--- src/include/lsu_cfg.svh ---
// lsu configuration: data memory size, index field position and base address.
`ifndef LSU_CFG_SVH
`define LSU_CFG_SVH

// log2 of the number of doublewords in the data array.
// 10 gives 1024 doublewords, i.e. 8 KiB.
`define DMEM_DEPTH_LOG2 10

// number of doublewords held by the array.
`define DMEM_DEPTH (1 << `DMEM_DEPTH_LOG2)

// the doubleword index sits just above the three lane bits.
`define DMEM_INDEX_LSB 3
`define DMEM_INDEX_MSB (`DMEM_INDEX_LSB + `DMEM_DEPTH_LOG2 - 1)

// byte address where the array starts in the memory map.
// upper address bits above the index are ignored by the design.
`define DMEM_BASE_ADDR 64'h0000_0000_8000_0000

`endif

--- src/source/mem_types_pkg.sv ---
// mem types package: vector types for addresses, data, masks and array indices.
`include "lsu_cfg.svh"

package mem_types_pkg;

  // full 64-bit byte address.
  typedef logic [63:0] addr_t;

  // one doubleword of data.
  typedef logic [63:0] dword_t;

  // one write-enable bit per byte lane.
  typedef logic [7:0] wmask_t;

  // byte offset inside a doubleword.
  typedef logic [2:0] lane_t;

  // doubleword index into the array.
  typedef logic [`DMEM_DEPTH_LOG2-1:0] dmem_index_t;

endpackage

--- src/source/lsu_op_pkg.sv ---
// lsu op package: memory operation code type and the named operation codes.
package lsu_op_pkg;

  // 3-bit operation code.
  // bits [2:1] give the size, bit 0 marks the unsigned variant.
  typedef logic [2:0] mem_op_t;

  // byte, sign extended.
  localparam mem_op_t OP_LB   = 3'b000;
  // byte, zero extended.
  localparam mem_op_t OP_LBU  = 3'b001;
  // half, sign extended.
  localparam mem_op_t OP_LH   = 3'b010;
  // half, zero extended.
  localparam mem_op_t OP_LHU  = 3'b011;
  // word, sign extended.
  localparam mem_op_t OP_LW   = 3'b100;
  // word, zero extended.
  localparam mem_op_t OP_LWU  = 3'b101;
  // full doubleword.
  localparam mem_op_t OP_LD   = 3'b110;
  // no access; strobes are ignored.
  localparam mem_op_t OP_NONE = 3'b111;

  // stores reuse the same codes.
  // the signed and unsigned variants only differ on loads.

endpackage

--- src/source/dmem_if.sv ---
// data memory interface: array request and returned read data.
`timescale 1ns/10ps

interface dmem_if;

  // doubleword index, used for both write and read.
  mem_types_pkg::dmem_index_t index;

  // write strobe, already qualified by the operation.
  logic wr_en;

  // byte lanes to write, already shifted to the addressed offset.
  mem_types_pkg::wmask_t wmask;

  // store data, already shifted to the addressed offset.
  mem_types_pkg::dword_t wdata;

  // registered doubleword at the index of the previous edge.
  mem_types_pkg::dword_t rdata;

  // requester side.
  // the load path uses this view only to read rdata.
  modport req (
    output index,
    output wr_en,
    output wmask,
    output wdata,
    input  rdata
  );

  // memory side.
  modport mem (
    input  index,
    input  wr_en,
    input  wmask,
    input  wdata,
    output rdata
  );

endinterface

--- src/source/store_align.sv ---
// store aligner: turns op and address into a lane-shifted byte mask and store data.
`timescale 1ns/10ps
`include "lsu_cfg.svh"

module store_align (
  input  mem_types_pkg::addr_t   i_addr,
  input  mem_types_pkg::dword_t  i_wdata,
  input  lsu_op_pkg::mem_op_t    i_mem_op,
  input  logic                   i_wr_en,
  dmem_if.req                    o_bus
);

  // byte offset of the access inside its doubleword.
  mem_types_pkg::lane_t lane;

  // mask of the access size, before shifting.
  mem_types_pkg::wmask_t size_mask;

  assign lane = i_addr[2:0];

  // size decode.
  // signed and unsigned codes share a size.
  always_comb begin
    case (i_mem_op)
      lsu_op_pkg::OP_LB,
      lsu_op_pkg::OP_LBU: size_mask = 8'b0000_0001;
      lsu_op_pkg::OP_LH,
      lsu_op_pkg::OP_LHU: size_mask = 8'b0000_0011;
      lsu_op_pkg::OP_LW,
      lsu_op_pkg::OP_LWU: size_mask = 8'b0000_1111;
      lsu_op_pkg::OP_LD:  size_mask = 8'b1111_1111;
      default:            size_mask = 8'b0000_0000;
    endcase
  end

  // doubleword index from the address.
  // bits above the array size are dropped.
  assign o_bus.index = i_addr[`DMEM_INDEX_MSB:`DMEM_INDEX_LSB];

  // no write for the no-access code.
  assign o_bus.wr_en = i_wr_en && (i_mem_op != lsu_op_pkg::OP_NONE);

  // move the mask onto the addressed lanes.
  // accesses that cross a doubleword are undefined; upper bits fall off.
  assign o_bus.wmask = size_mask << lane;

  // move the data the same way, eight bits per lane.
  assign o_bus.wdata = i_wdata << {lane, 3'b000};

endmodule

--- src/flat_wrapper.sv ---
// flat-port wrapper written by rule: the top's interface ports become plain ports
module store_align_flat 
  (i_addr, i_wdata, i_mem_op, i_wr_en, o_bus_index, o_bus_wr_en, o_bus_wmask, o_bus_wdata, o_bus_rdata);
  dmem_if o_bus_i ();
  input  mem_types_pkg::addr_t i_addr;
  input  mem_types_pkg::dword_t i_wdata;
  input  lsu_op_pkg::mem_op_t i_mem_op;
  input  logic i_wr_en;
  output wire logic [$bits(o_bus_i.index)-1:0] o_bus_index;
  output wire logic [$bits(o_bus_i.wr_en)-1:0] o_bus_wr_en;
  output wire logic [$bits(o_bus_i.wmask)-1:0] o_bus_wmask;
  output wire logic [$bits(o_bus_i.wdata)-1:0] o_bus_wdata;
  input wire logic [$bits(o_bus_i.rdata)-1:0] o_bus_rdata;
  assign o_bus_index = o_bus_i.index;
  assign o_bus_wr_en = o_bus_i.wr_en;
  assign o_bus_wmask = o_bus_i.wmask;
  assign o_bus_wdata = o_bus_i.wdata;
  assign o_bus_i.rdata = o_bus_rdata;
  store_align u_core (.i_addr(i_addr), .i_wdata(i_wdata), .i_mem_op(i_mem_op), .i_wr_en(i_wr_en), .o_bus(o_bus_i));
endmodule
--- config.mk ---
export PLATFORM = sky130hd
export DESIGN_NAME = store_align_flat
export DESIGN_NICKNAME = d
export VERILOG_FILES = /design/src/source/mem_types_pkg.sv /design/src/source/lsu_op_pkg.sv /design/src/source/dmem_if.sv /design/src/source/store_align.sv /design/src/flat_wrapper.sv
export VERILOG_INCLUDE_DIRS = /design/src /design/src/include
export SDC_FILE = /design/constraint.sdc
export NUM_CORES = 1
export LEC_CHECK = 0
export CAP_MARGIN = 15
export CORE_AREA = 2 2 109 111
export DETAILED_ROUTE_END_ITERATION = 10
export DIE_AREA = 0 0 111 113
export DONT_BUFFER_PORTS = 1
export PLACE_DENSITY = 0.35
export SLEW_MARGIN = 25
export SYNTH_ARGS = -nofsm -noshare
export SYNTH_HDL_FRONTEND = slang
export SYNTH_SLANG_ARGS = --single-unit
--- constraint.sdc ---
create_clock -name vclk -period 1.1
set_clock_uncertainty 0.15 [all_clocks]
set_input_delay 0.055 -clock vclk [all_inputs]
set_output_delay 0.055 -clock vclk [all_outputs]
set_load 0.005 [all_outputs]
# After elaboration in Yosys (flattened, before gate mapping)

Index checks and enable logic that the tools add are counted.

Muxes and demuxes: 1
Reduce and logical (&&, ||, !) cells: 5
Shift-type cells: 2
Equality and inequality tests: 7

Operators with widths:

| cell                 | count |
|---|---|
| $shl A64 B6 Y64      | 1 |
| $pmux W8 S4          | 1 |
| $eq A3 B3 Y1 const B | 3 |
| $shl A8 B3 Y8        | 1 |
| $eq A3 B2 Y1 const B | 2 |
| $reduce_or A2 Y1     | 3 |
| $eq A3 B1 Y1 const B | 1 |
| $logic_not A3 Y1     | 1 |
| $ne A3 B3 Y1 const B | 1 |
| $logic_and A1 B1 Y1  | 1 |

Register bits: 0
Output and inout bits: 83
Logic and storage cells: 15

# Longest topological paths before layout

Depth in word-level cells: 4
Depth in mapped cells: 7
Depth with buffers taken out: 3

# Worst setup path after synthesis

Ideal clock, no wire load.

Kind: input to output
From: input port i_addr[0]
To: output port o_bus_wmask[4]
Buffers on the path: 3
Data required time: 0.895 ns
Stages: 5
Arrival: 0.988 ns
Setup slack: -0.093 ns
Cell sequence: buf_6 > buf_12 > buf_8 > o21a_1 > a2111oi_2

Longest elaborated chain between the ends: 1

Ends and longest elaborated chain:

| element         | RTL line           | source |
|---|---|---|
| start, declared | flat_wrapper.sv:5  | `input mem_types_pkg::addr_t i_addr;` |
| $shl A8 B3 Y8   | store_align.sv:45  | `assign o_bus.wmask = size_mask << lane;` |
| end, declared   | flat_wrapper.sv:11 | `output wire logic [$bits(o_bus_i.wmask)-1:0] o_bus_wmask;` |

Every way passes these cells.

# Worst setup path after layout

From: input port i_addr[0]
To: output port o_bus_wdata[51]

Longest elaborated chain between the ends: 1

Ends and longest elaborated chain:

| element         | RTL line           | source |
|---|---|---|
| $shl A64 B6 Y64 | store_align.sv:48  | `assign o_bus.wdata = i_wdata << {lane, 3'b000};` |
| end, declared   | flat_wrapper.sv:12 | `output wire logic [$bits(o_bus_i.wdata)-1:0] o_bus_wdata;` |

Every way passes these cells.

==> results.cfg <==
[worst_hold_path]
hp-class = primary input to primary output
min_path_cells = 1
worstHoldStart = i_mem_op[0]

[pwr]
ir_drop_uv = 96.0
power_frac_comb_pct = 100.0
power_density_nw_per_um2 = 350
seq_power_share_pct = 0
p_int_mw = 0.481
power_mw = 0.876
p_clk_share_pct = 0
p_sw_share_pct = 45.1
p_sw_mw = 0.396
p_leak_nw = 0.936

[global_route]
grt_pass1_wl_um = 13500
grt_max_degree = 91
grt_pass1_vias = 2285
grt_overflow = 0
antenna_found_initial = 0
track_usage_pct = 13.0

[final_layout]
fillers = 1269
syn2layout_area_growth_pct = 13.0
final_util_pct = 22.2
seq_cell_count = 0
seq_area_sq_um = 0
drive_above_1_share_pct = 21.9
clock_buffers = 0
postLayoutCellArea_sq_um = 2510
fin_nets = 463
multi_input_area_sq_um = 2010
diodes = 0

[die]
ioPinCount = 279
die_width_um = 111
num_rows = 39
start_util_pct = 19.7
die_h_um = 113
dieArea_sq_um = 12500
core_sq_um = 11300

[yosys]
syn_inst = 274
synth-seq-area-share_pct = 0
synth_area_sq_um = 2220
avgSynthCellArea_sq_um = 8.09
synth_top_area_share_pct = 25.7
synth_top_area_cell = mux2i_1
syn_nets = 470
ys_types = 39
netlist_top_cells_area = mux2i_1, o21ai_0, mux4_1
ys_warn_count = 0

[setup_path]
crit_path_start_kind = primary input
crit_buf_inv = 2
cp.depth = 5
cpPeakStageDelay_ns = 0.30
cp_data_required_time_ns = 0.89
critPathTopFamily = compound AO/OA/AOI/OAI gates
path_class = primary input to primary output
crit_slowest_cell = a221oi_2
path_cells = nor2b_4 -> buf_6 -> a22oi_2 -> a221oi_2 -> buf_4
startpoint = i_addr[0]
path_max_fanout = 90
end_kind = primary output
arrival_ns = 0.89

[timing]
period_minus_slack_ns = 1.10
final_hold_viol_count = 0
worstMarginPinSlew_ns = 0.424
holdWs_ns = 0.0168
fmax_mhz = 912
slew_headroom_pct = 71.7
rsz0062_at_grt = true
drv_slew = 0
fin_crit_sh_pct = 99.7
setup_viol = 0

[route]
drc_errors = 0
ant_nets = 0
vias = 2228
dr.first_iter.drc_count = 100
dr.pass1.iters = 4
avgViaCountPerCell = 5.46
totalWireLength_um = 8680
wl_per_cell_um = 21.3

[run]
max_cap_violations = 0

[place]
dp_hpwl_um = 6350
port_buffers = 0
place_area_sq_um = 2290
gp_congestion = 0.763

[status]
status = complete, no violations
## final cells by class
class | instances | share of cell area (%)
Inverter | 2 | 0.300
Multi-Input combinational cell | 230 | 80.4
Tap cell | 143 | 7.14
Timing Repair Buffer | 33 | 12.2
## power groups by stage
stage / Clock, mW / Sequential [mW] / Combinational (mW)
after detailed placement: 0 / 0 / 0.802
after global placement: 0 / 0 / 0.798
after global routing: 0 / 0 / 0.969
after floorplan: 0 / 0 / 0.794
after CTS: 0 / 0 / 0.870
final: 0 / 0 / 0.876
## layer usage
| metal | vias up | global-route usage [%] | wire length (um) |
|---|---|---|---|
| met1 | 1063 | 18.0 | 3800 |
| li1 | 1033 | - | - |
| met2 | 130 | 20.9 | 3910 |
| met3 | 2 | 4.50 | 938 |
| met5 | - | 0 | 0 |
| met4 | 0 | 0.417 | 29 |
## worst paths after layout
kind | endpoint | slack, ns
worst min-delay path | o_bus_wmask[7] | 0.02
worst max-delay path | o_bus_wdata[51] | 0.004
## synth_stat cells, types with 4 or more instances
| master | number |
|---|---|
| nand2_1 | 9 |
| nor2_1 | 20 |
| o21ai_0 | 23 |
| nor2b_1 | 11 |
| o21a_1 | 10 |
| o22a_1 | 8 |
| mux2_2 | 8 |
| buf_2 | 11 |
| buf_4 | 11 |
| nand3b_1 | 8 |
| o221ai_1 | 6 |
| a211oi_1 | 11 |
| clkbuf_1 | 8 |
| mux4_2 | 4 |
| mux2i_1 | 57 |
| mux4_1 | 4 |
| buf_6 | 7 |
| a221oi_1 | 8 |
| a22oi_1 | 8 |
| and2_1 | 16 |
## layout by cell type, fill, tap and decap left out, drive strengths merged, types with 9 or more instances in the layout
cell,synthesis,final
nand2,9,9
a211oi,11,11
nor2b,11,11
buf,34,23
o21ai,25,25
nor2,20,20
mux2i,57,57
and2,16,16
o21a,10,10
dlygate4sd3,0,10
## repair_timing
action,4_1_cts,5_1_grt
pin swaps,2,2
gates resized for setup,15,6
hold buffers,10,0
hold endpoints to repair,10,0
cloned,0,0
setup endpoints to repair,24,12
buffers inserted,0,1
## stage by stage
stage                     setup WS, ns  instances  TNS (ns)
final                          0.00358        408         0
after global routing           -0.0652        408    -0.189
after CTS                      0.00426        407         0
after detailed placement        -0.190        397     -2.31
after global placement          -0.203        397     -2.60
after floorplan                -0.0537        274    -0.271
## logic make-up (layout without fill, tap and decap cells)
family / count (synthesis) / count (layout) / synth area share (%)
muxes: 73 / 73 / 38.6
and+or+nand+nor: 71 / 71 / 17.6
buffers and inverters: 44 / 35 / 14.6
AOI/OAI and AO/OA: 86 / 86 / 29.3
(Power assumes the default switching activity.)
